--- config.mk ---
export PLATFORM = sky130hd
export DESIGN_NAME = ecc_98_top
export DESIGN_NICKNAME = d
export VERILOG_FILES = /design/src/source/ecc_98_pkg.sv /design/src/source/ecc_98_check_stage.sv /design/src/source/ecc_98_correct_stage.sv /design/src/source/ecc_98_encoder.sv /design/src/source/ecc_98_syndrome_decoder.sv /design/src/source/ecc_98_top.sv
export SDC_FILE = /design/constraint.sdc
export NUM_CORES = 1
export LEC_CHECK = 0
export BUFFER_PORTS_ARGS = -buffer_cell sky130_fd_sc_hd__buf_2
export CORE_MARGIN = 3
export CORE_UTILIZATION = 30
export CTS_CLUSTER_DIAMETER = 120
export DETAILED_ROUTE_END_ITERATION = 6
export GPL_TIMING_DRIVEN = 0
export PLACE_DENSITY_LB_ADDON = 0.25
export RECOVER_POWER = 100
export SLEW_MARGIN = 20
export SYNTH_ARGS = -nofsm -noshare
export SYNTH_HDL_FRONTEND = slang
export SYNTH_SLANG_ARGS = --single-unit
--- constraint.sdc ---
create_clock -name clk -period 34.3 [get_ports clk]
set_input_delay 5.145 -clock clk [delete_from_list [all_inputs] [get_ports clk]]
set_output_delay 5.145 -clock clk [all_outputs]
set_load 0.05 [all_outputs]
--- src/source/ecc_98_pkg.sv ---
package ecc_98_pkg;

    localparam int DATA_WIDTH   = 98;
    localparam int PARITY_WIDTH = 8;
    localparam int POS_WIDTH    = 7;

    typedef logic [DATA_WIDTH-1:0]   data_t;
    typedef logic [PARITY_WIDTH-1:0] parity_t;

    // Same word seen whole or as overall-parity bit plus Hamming position.
    typedef union packed {
        logic [PARITY_WIDTH-1:0] raw;
        struct packed {
            logic                 odd_sel;
            logic [POS_WIDTH-1:0] position;
        } fields;
    } syndrome_u;

    // Data index to Hamming position, stepping over the check-bit slots.
    function automatic logic [POS_WIDTH-1:0] data_position(input int unsigned index);
        int unsigned pos;
        pos = index + 1;
        for (int k = 0; k < POS_WIDTH; k++) begin
            if ((1 << k) <= pos) begin
                pos = pos + 1;
            end
        end
        return pos[POS_WIDTH-1:0];
    endfunction

    // Low bits are the position, bit 7 makes the weight odd.
    function automatic parity_t data_column(input int unsigned index);
        logic [POS_WIDTH-1:0] pos;
        pos = data_position(index);
        return {~^pos, pos};
    endfunction

    // Inverse of data_position. Index fits in a position-wide field.
    function automatic logic [POS_WIDTH-1:0] position_index(input logic [POS_WIDTH-1:0] pos);
        int unsigned skipped;
        int unsigned index;
        skipped = 0;
        for (int k = 0; k < POS_WIDTH; k++) begin
            if ((1 << k) <= int'(pos)) begin
                skipped = skipped + 1;
            end
        end
        index = int'(pos) - skipped - 1;
        return index[POS_WIDTH-1:0];
    endfunction

    // True only where a data bit sits.
    function automatic logic position_is_data(input logic [POS_WIDTH-1:0] pos);
        logic in_range;
        logic pow2;
        in_range = (pos >= POS_WIDTH'(3)) &&
                   (pos <= data_position(DATA_WIDTH - 1));
        pow2     = (pos & (pos - POS_WIDTH'(1))) == '0;
        return in_range && !pow2;
    endfunction

endpackage

--- src/source/ecc_98_check_stage.sv ---
module ecc_98_check_stage (
    input  logic                  clk,
    input  logic                  rst_n,
    input  logic                  in_valid,
    input  ecc_98_pkg::data_t     data_in,
    input  ecc_98_pkg::parity_t   parity_in,
    input  logic                  bypass,
    output logic                  s1_valid,
    output ecc_98_pkg::data_t     s1_data,
    output ecc_98_pkg::parity_t   s1_parity,
    output ecc_98_pkg::syndrome_u s1_syndrome,
    output logic                  s1_bypass
);

    import ecc_98_pkg::*;

    parity_t enc_parity;

    ecc_98_encoder u_encoder (
        .data   (data_in),
        .parity (enc_parity)
    );

    always_ff @(posedge clk) begin
        if (!rst_n) begin
            s1_valid <= 1'b0;
        end else begin
            s1_valid <= in_valid;
        end
    end

    // Word, encoding and syndrome captured together.
    always_ff @(posedge clk) begin
        if (in_valid) begin
            s1_data         <= data_in;
            s1_parity       <= enc_parity;
            s1_syndrome.raw <= enc_parity ^ parity_in;
            s1_bypass       <= bypass;
        end
    end

endmodule

--- src/source/ecc_98_correct_stage.sv ---
module ecc_98_correct_stage (
    input  logic                  clk,
    input  logic                  rst_n,
    input  logic                  s1_valid,
    input  ecc_98_pkg::data_t     s1_data,
    input  ecc_98_pkg::parity_t   s1_parity,
    input  ecc_98_pkg::syndrome_u s1_syndrome,
    input  logic                  s1_bypass,
    output logic                  out_valid,
    output ecc_98_pkg::data_t     data_out,
    output ecc_98_pkg::parity_t   parity_out,
    output ecc_98_pkg::data_t     mask,
    output logic                  sbit_err,
    output logic                  dbit_err
);

    import ecc_98_pkg::*;

    data_t dec_mask;
    logic  dec_single;
    logic  dec_multi;

    ecc_98_syndrome_decoder u_decoder (
        .syndrome (s1_syndrome),
        .mask     (dec_mask),
        .single   (dec_single),
        .multi    (dec_multi)
    );

    always_ff @(posedge clk) begin
        if (!rst_n) begin
            out_valid <= 1'b0;
            sbit_err  <= 1'b0;
            dbit_err  <= 1'b0;
            mask      <= '0;
        end else begin
            out_valid <= s1_valid;
            if (s1_valid) begin
                mask     <= dec_mask;   // Reported even under bypass.
                sbit_err <= dec_single & ~s1_bypass;
                dbit_err <= dec_multi & ~s1_bypass;
            end
        end
    end

    always_ff @(posedge clk) begin
        if (s1_valid) begin
            data_out   <= s1_bypass ? s1_data : (s1_data ^ dec_mask);
            parity_out <= s1_parity;
        end
    end

endmodule

--- src/source/ecc_98_encoder.sv ---
module ecc_98_encoder (
    input  ecc_98_pkg::data_t   data,
    output ecc_98_pkg::parity_t parity
);

    import ecc_98_pkg::*;

    // Each data bit folds its column into the check word.
    always_comb begin
        parity = '0;
        for (int i = 0; i < DATA_WIDTH; i++) begin
            parity = parity ^ (data_column(i) & {PARITY_WIDTH{data[i]}});
        end
    end

endmodule

--- src/source/ecc_98_syndrome_decoder.sv ---
module ecc_98_syndrome_decoder (
    input  ecc_98_pkg::syndrome_u syndrome,
    output ecc_98_pkg::data_t     mask,
    output logic                  single,
    output logic                  multi
);

    import ecc_98_pkg::*;

    logic                 hit_data;
    parity_t              column;
    logic [POS_WIDTH-1:0] index;

    // Candidate data bit from the position field.
    always_comb begin
        index    = position_index(syndrome.fields.position);
        column   = data_column(index);
        hit_data = position_is_data(syndrome.fields.position) &&
                   (syndrome.fields.odd_sel == column[PARITY_WIDTH-1]);
    end

    always_comb begin
        mask   = '0;
        single = 1'b0;
        multi  = 1'b0;
        if (syndrome.raw != '0) begin
            if ($onehot(syndrome.raw)) begin
                single = 1'b1; // Check bit hit, data is fine.
            end else if (hit_data) begin
                single      = 1'b1;
                mask[index] = 1'b1;
            end else begin
                multi = 1'b1;  // Even weight or no matching column.
            end
        end
    end

endmodule

--- src/source/ecc_98_top.sv ---
module ecc_98_top (
    input  logic                clk,
    input  logic                rst_n,
    input  logic                in_valid,
    input  ecc_98_pkg::data_t   data_in,
    input  ecc_98_pkg::parity_t parity_in,
    input  logic                bypass,
    output logic                out_valid,
    output ecc_98_pkg::data_t   data_out,
    output ecc_98_pkg::parity_t parity_out,
    output ecc_98_pkg::data_t   mask,
    output logic                sbit_err,
    output logic                dbit_err
);

    import ecc_98_pkg::*;

    // Stage 1 to stage 2.
    logic      s1_valid;
    data_t     s1_data;
    parity_t   s1_parity;
    syndrome_u s1_syndrome;
    logic      s1_bypass;

    ecc_98_check_stage u_check (
        .clk         (clk),
        .rst_n       (rst_n),
        .in_valid    (in_valid),
        .data_in     (data_in),
        .parity_in   (parity_in),
        .bypass      (bypass),
        .s1_valid    (s1_valid),
        .s1_data     (s1_data),
        .s1_parity   (s1_parity),
        .s1_syndrome (s1_syndrome),
        .s1_bypass   (s1_bypass)
    );

    ecc_98_correct_stage u_correct (
        .clk         (clk),
        .rst_n       (rst_n),
        .s1_valid    (s1_valid),
        .s1_data     (s1_data),
        .s1_parity   (s1_parity),
        .s1_syndrome (s1_syndrome),
        .s1_bypass   (s1_bypass),
        .out_valid   (out_valid),
        .data_out    (data_out),
        .parity_out  (parity_out),
        .mask        (mask),
        .sbit_err    (sbit_err),
        .dbit_err    (dbit_err)
    );

endmodule

==> metrics.txt, run 1 <==
fraction of layout instances using a drive strength above 1 6.081%; setup repair after global routing missed its margin no; WL final 60450 µm; count of final max-slew check failures 225; gr busiest metal met2; cell with the largest stage delay on the worst path sky130_fd_sc_hd__nor4_1; antenna violations before repair 8; setup tns final 0 ns; top cells by area in the synthesized netlist sky130_fd_sc_hd__edfxtp_1 (37%), sky130_fd_sc_hd__dfxtp_1 (12%), sky130_fd_sc_hd__xnor2_1 (11%); arrival time of the worst setup path 16.86 ns; clock latency on the worst-skew pair 0.58 ns; launching element type of the critical path register; Post-DRT Antenna Nets 0; worst reg-to-reg path cell count 52; Clock H-tree levels 2; average routed wire per standard cell 22.47 µm; count of flip-flops with a built-in enable after synthesis 221; Hold Fails Final Rpt 0; Slew headroom -181.7%; share of synthesized area occupied by flip-flops and latches 49.01%; worst hold path startpoint u_check.s1_parity[4]; count of unresolved DRC violations after routing 0; total grt overflow 0; required time at the endpoint of the critical path 34.61 ns; PortBufs 316; buffers inserted by post-CTS timing repair 0; vertical die dimension 248.9 µm; met3 Usage GRT 4.155%; number of maximum-capacitance violations 4; startpoint of the worst register-to-register path u_check.s1_syndrome[1]; endpoint of the worst hold path u_correct.parity_out[4]; detailed-router iteration count before antenna repair 5; post-cts hold buffer count 0; largest net degree at the start of global routing 72; met1 track utilization from global routing 24.56%; FF+latch count, synth 323; Max Buffers Root-to-Sink 3; net count after synthesis 1688; class of the most critical setup path register to register; floorplan die width 248.9 µm; clock tree skew after final layout 0.03491 ns; Setup-failing EPs final 0; FF-to-FF End u_correct.data_out[40]; global-route wire length before repair 89060 µm; portion of the clock cycle consumed by the worst path in the final layout 48.26%; nature of the critical path endpoint register; share of async-settable or async-resettable flops after synthesis 0%; number of buffer and inverter stages on the critical path 9; Inserted Clock Buffers 36; Final nets 2047; status finished, violations left; root buffer selected by CTS sky130_fd_sc_hd__clkbuf_16; number of stages on the worst hold path 0; crit path time final 16.55 ns; vias post-DR 13410; clock tree from TritonCTS yes; slew of the pin with the lowest slew margin 4.226 ns; worst min-delay path category register to register; highest cell delay on the worst timing path 1.19 ns; Die Area 61970 µm²; signed area change from the synthesized netlist to the final layout 17.09%; most frequent cells after synthesis sky130_fd_sc_hd__edfxtp_1 (221), sky130_fd_sc_hd__xnor2_1 (217), sky130_fd_sc_hd__xor2_1 (147), sky130_fd_sc_hd__nand2_1 (126), sky130_fd_sc_hd__dfxtp_1 (102); most repeated library cell on the critical path sky130_fd_sc_hd__ha_1; leading area contributor after synthesis sky130_fd_sc_hd__edfxtp_1; top-area cell type share of the netlist area 37.48%; worst-path maximum fanout 10; Core Rows 88; post-cts repair resize count 0; synthesized area per cell 11.51 µm²; vias in the first global route 13650; Global Route Usage Sum 18.93%; met2 routing resource usage after global routing 32.23%; standard cell core area 58030 µm²; starting DRC count in detailed routing 852; unique cell type count in the Yosys netlist 101; boundary pin count 317; detailed placer's ending HPWL 47360 µm; routability-driven placement congestion ratio 0.8681; Worst R2R Setup Slack 17.75 ns; violated checks capacitance limit, slew limit; netlist area before placement 17710 µm²; synthesized instance count 1538; clock sink count 323; yosys synthesis warning count 0; effective utilization at floorplan 30.52%; Most used DFF post-synth sky130_fd_sc_hd__edfxtp_1; kind of cell adding the most delay to the critical path simple AND/OR/NAND/NOR gates; most frequent cell after synthesis sky130_fd_sc_hd__edfxtp_1; maximum clock frequency 60.41 MHz; clock-pin transition on the worst setup and hold timing paths 0.06 ns; number of vias per cell 4.986
[logic make-up (layout without fill, tap and decap cells)]
| family | count (synthesis) | after routing | share of synthesized area, % |
|---|---|---|---|
| buf+inv | 101 | 487 | 2.678 |
| compound gates | 243 | 243 | 10.32 |
| xor+xnor | 378 | 378 | 19.62 |
| mux | 15 | 15 | 0.9045 |
| fa+ha+maj | 40 | 40 | 3.038 |
| other cells | 1 | 2 | 0.02118 |
| flops | 323 | 323 | 49.01 |
| simple gates | 437 | 437 | 14.41 |
[cell type report]
class                      count  area, µm²
antenna                        1      2.502
clock inverter                21      289.0
clock buffer                  44      960.9
timing repair buffer         321       1220
tap                          765      957.2
multi-input combinational   1114       8223
buffer                        64      264.0
inverter                      37      138.9
fill                        5963      37290
sequential                   323       8678
[cells in the final DEF, fill, tap and decap left out, types with 9 or more instances in the layout]
| cell | count |
|---|---|
| sky130_fd_sc_hd__xor2_1 | 147 |
| sky130_fd_sc_hd__o21ai_0 | 63 |
| sky130_fd_sc_hd__nor3_1 | 102 |
| sky130_fd_sc_hd__xnor2_1 | 218 |
| sky130_fd_sc_hd__buf_2 | 14 |
| sky130_fd_sc_hd__dfxtp_1 | 102 |
| sky130_fd_sc_hd__edfxtp_1 | 221 |
| sky130_fd_sc_hd__nand4_1 | 10 |
| sky130_fd_sc_hd__nand2_1 | 126 |
| sky130_fd_sc_hd__a22o_1 | 27 |
| sky130_fd_sc_hd__a21oi_1 | 22 |
| sky130_fd_sc_hd__a32o_1 | 27 |
| sky130_fd_sc_hd__nand3_1 | 35 |
| sky130_fd_sc_hd__nor2_1 | 67 |
| sky130_fd_sc_hd__clkbuf_1 | 366 |
| sky130_fd_sc_hd__inv_1 | 36 |
| sky130_fd_sc_hd__ha_1 | 35 |
| sky130_fd_sc_hd__or3_1 | 14 |
| sky130_fd_sc_hd__clkbuf_16 | 36 |
| sky130_fd_sc_hd__nand2b_1 | 9 |
[per-stage QoR]
stage / setup slack, ns / utilization (%) / hold slack (ns) / cells / area [µm²]
4_1_cts: 19.66 / 37.24 / 0.4188 / 2689 / 21610
5_1_grt: 16.36 / 35.73 / 0.4247 / 2689 / 20730
3_5_place_dp: 19.71 / 35.09 / 0.4045 / 2624 / 20360
2_1_floorplan: 21.75 / - / 0.4003 / 1538 / 17710
6_report: 17.75 / 35.73 / 0.4169 / 2690 / 20730
3_3_place_gp: 19.83 / 34.89 / 0.4069 / 2619 / 20250
[sequential cells by signal, summed over array words and instances (netlist names)]
signal                flops
u_correct.mask           98
u_correct.sbit_err        1
u_check.s1_bypass         1
u_correct.data_out       98
u_check.s1_data          98
u_check.s1_parity         8
u_correct.parity_out      8
u_correct.dbit_err        1
u_correct.out_valid       1
u_check.s1_valid          1
u_check.s1_syndrome       8
[worst max path at each step]
stage / from / end / cells after the start
after detailed placement: u_check.s1_syndrome[1] / u_correct.data_out[94] / 52
after CTS: u_check.s1_syndrome[1] / u_correct.data_out[94] / 52
final: u_check.s1_syndrome[1] / u_correct.data_out[40] / 52
after global placement: u_check.s1_syndrome[4] / u_correct.data_out[94] / 52
after global routing: u_check.s1_syndrome[6] / u_correct.data_out[43] / 53
after floorplan: u_check.s1_syndrome[4] / u_correct.data_out[32] / 52
[routing by layer]
| metal | vias up | wire [µm] | part of all wire [%] |
|---|---|---|---|
| met5 | - | 83 | 0.14 |
| met4 | 12 | 1424 | 2.4 |
| met3 | 90 | 3892 | 6.4 |
| met2 | 443 | 28810 | 48 |
| met1 | 6604 | 26240 | 43 |
| li1 | 6264 | - | - |
[worst register-to-register path, delay by kind of cell (launching register included)]
| family | cells | cell delay (ns) |
|---|---|---|
| AO/OA/AOI/OAI | 7 | 1.60 |
| XOR/XNOR | 7 | 2.19 |
| adder cells (fa/ha/maj) | 11 | 3.38 |
| buffers and inverters | 9 | 2.81 |
| flip-flops | 1 | 0.62 |
| multiplexers | 6 | 1.84 |
| AND/OR/NAND/NOR | 12 | 3.83 |
Power of run 1 is left out: the tool's default activity adds up to more than one toggle a clock period on the data nets, which glitch-free logic cannot reach.
==> inputs of run 2 (changes only) <==
--- a/config.mk
+++ b/config.mk
@@ -5,6 +5,7 @@
 export SDC_FILE = /design/constraint.sdc
 export NUM_CORES = 1
 export LEC_CHECK = 0
+export ABC_AREA = 1
 export BUFFER_PORTS_ARGS = -buffer_cell sky130_fd_sc_hd__buf_2
 export CORE_MARGIN = 3
 export CORE_UTILIZATION = 30
==> constraint.sdc (replaced) <==
create_clock -name clk -period 16.02 [get_ports clk]
set_input_delay 2.403 -clock clk [delete_from_list [all_inputs] [get_ports clk]]
set_output_delay 2.403 -clock clk [all_outputs]
set_load 0.05 [all_outputs]
==> run 2 against run 1 <==
Net effect:
- largest cell class is now multi-input combinational cells
- worst setup slack worse by 14 ns
- first-iteration DRC count increased by 42%
- design area grew 9.3%
- the flow still finishes with violations (capacitance limit, slew limit)
- synthesized cell count grew 44%
- non-clock buffer count rose by 35
- routed wire length is 15% higher
- die area is 8.5% higher
- count of clock-buffer cells in the layout is 12 higher
- sequential share of layout area down 3.6 points
- fmax rose by 31%
==> metrics.txt, run 2 <==
cell count along the critical path 73; post-cts repair resize count 0; area occupied by multi-input gates 9254 µm²; status finished, violations left; largest net degree at the start of global routing 61; floorplan die width 259.3 µm; portion of the clock cycle consumed by the worst path in the final layout 79.11%; clock latency on the worst-skew pair 0.56 ns; antenna violations before repair 23; average routed wire per standard cell 20.14 µm; number of buffer and inverter stages on the critical path 13; Die Area 67240 µm²; top flop regs u_check.s1_data: 98 flops, u_correct.data_out: 98 flops, u_correct.mask: 98 flops; number of vias per cell 4.863; met3 Usage GRT 4.946%; maximum clock frequency 78.90 MHz; FF-to-FF End u_correct.data_out[2]; buffers inserted by post-CTS timing repair 0; count of unresolved DRC violations after routing 0; Global Route Usage Sum 20.03%; detailed placer's ending HPWL 54290 µm; worst-path maximum fanout 10; routability-driven placement congestion ratio 0.9114; standard cell core area 63310 µm²; number of maximum-capacitance violations 4; leading area contributor after synthesis sky130_fd_sc_hd__edfxtp_1; slew of the pin with the lowest slew margin 3.502 ns; Worst R2R Setup Slack 3.35 ns; highest-count cells in the layout ignoring fill and taps sky130_fd_sc_hd__clkbuf_1 (414), sky130_fd_sc_hd__nor2_1 (376), sky130_fd_sc_hd__edfxtp_1 (221); unique cell type count in the Yosys netlist 43; number of stages on the worst hold path 0; share of async-settable or async-resettable flops after synthesis 0%; Max Buffers Root-to-Sink 3; synthesized area per cell 8.664 µm²; Slew headroom -133.5%; worst reg-to-reg path cell count 73; effective utilization at floorplan 30.41%; fraction of layout instances using a drive strength above 1 5.521%; Most used DFF post-synth sky130_fd_sc_hd__edfxtp_1; vias post-DR 16850; net count after synthesis 2372; netlist area before placement 19250 µm²; worst hold path startpoint u_check.s1_parity[2]; Core Rows 92; startpoint of the worst register-to-register path u_check.s1_syndrome[4]; cell with the largest stage delay on the worst path sky130_fd_sc_hd__nand2_1; most frequent cell after synthesis sky130_fd_sc_hd__nor2_1; arrival time of the worst setup path 13.02 ns; Final nets 2731; worst min-delay path category register to register; yosys synthesis warning count 0; root buffer selected by CTS sky130_fd_sc_hd__clkbuf_16; crit path time final 12.67 ns; highest cell delay on the worst timing path 0.58 ns; detailed-router iteration count before antenna repair 7; global-route wire length before repair 101500 µm; capture point of the worst path u_correct.data_out[2]; top cells by area in the synthesized netlist sky130_fd_sc_hd__edfxtp_1 (34%), sky130_fd_sc_hd__dfxtp_1 (11%), sky130_fd_sc_hd__xnor2_1 (9.5%); FF+latch count, synth 323; most common cell after layout, fill and taps aside sky130_fd_sc_hd__clkbuf_1; starting DRC count in detailed routing 1208; top-area cell type share of the netlist area 34.47%; vias in the first global route 16190; clock tree from TritonCTS yes; Clock H-tree levels 2; clock sink count 323; met2 routing resource usage after global routing 33.22%; share of synthesized area occupied by flip-flops and latches 45.08%; Post-DRT Antenna Nets 0; gr busiest metal met2; boundary pin count 317; total of fill cells in the finished design 6772; WL final 69780 µm; setup tns final 0 ns; count of flip-flops with a built-in enable after synthesis 221; count of final max-slew check failures 212; FF+latch area 8678 µm²; most repeated library cell on the critical path sky130_fd_sc_hd__nand2_1; met1 track utilization from global routing 24.99%; synthesized instance count 2222; PortBufs 315; Hold Fails Final Rpt 0; setup repair after global routing missed its margin no; nature of the critical path endpoint register; Inserted Clock Buffers 37; clock-pin transition on the worst setup and hold timing paths 0.08 ns; violated checks capacitance limit, slew limit; required time at the endpoint of the critical path 16.37 ns; launching element type of the critical path register; Setup crit start u_check.s1_syndrome[4]; class of the most critical setup path register to register; clock tree skew after final layout 0.02564 ns; most frequent cells after synthesis sky130_fd_sc_hd__nor2_1 (370), sky130_fd_sc_hd__edfxtp_1 (221), sky130_fd_sc_hd__xnor2_1 (208), sky130_fd_sc_hd__inv_1 (207), sky130_fd_sc_hd__nand2_1 (206); kind of cell adding the most delay to the critical path simple AND/OR/NAND/NOR gates; post-cts hold buffer count 0; Setup-failing EPs final 0; signed area change from the synthesized netlist to the final layout 17.72%; total grt overflow 0; vertical die dimension 259.3 µm
[run 2: per-layer routing]
metal  share of wire (%)  wire length, µm  up-vias
li1                    -                -     8091
met4                 3.5             2445       24
met1                  41            28960     7992
met3                 7.0             4871      141
met5                0.23              160        -
met2                  48            33350      604
[run 2: worst min path at each step]
| stage | to | slack [ns] |
|---|---|---|
| after floorplan | u_correct.parity_out[0] | 0.40 |
| after global placement | u_correct.parity_out[6] | 0.41 |
| after detailed placement | u_correct.parity_out[2] | 0.41 |
| after CTS | u_correct.parity_out[2] | 0.42 |
| after global routing | u_correct.parity_out[2] | 0.43 |
| final | u_correct.parity_out[2] | 0.42 |
[run 2: stage by stage]
step                util, %  cell area (µm²)  setup WS [ns]  instances  hold slack [ns]
detailed placement    34.76            22010          4.878       3388           0.4071
floorplan                 -            19250          6.681       2222           0.4003
finish                35.79            22660          3.346       3465           0.4206
global placement      34.57            21890          5.080       3383           0.4082
global route          35.78            22650          2.037       3462           0.4281
CTS                   36.66            23210          4.796       3454           0.4205
[run 2: kinds of logic after synthesis]
logic type	synth area share [%]
flip-flops	45.08
buffers and inverters	6.350
AND/OR/NAND/NOR	23.25
AO/OA/AOI/OAI	6.174
XOR/XNOR	16.33
other	0.01948
adder cells (fa/ha/maj)	2.795
[run 2: cell type report]
cell class | count | area share [%]
antenna | 11 | 0.1215
buffer | 100 | 1.734
clock buffer | 56 | 4.859
clock inverter | 10 | 0.4417
inverter | 218 | 3.611
multi-input combinational | 1581 | 40.83
sequential | 323 | 38.30
tap | 846 | 4.671
timing repair buffer | 320 | 5.433
Power of run 2 is left out for the same reason.
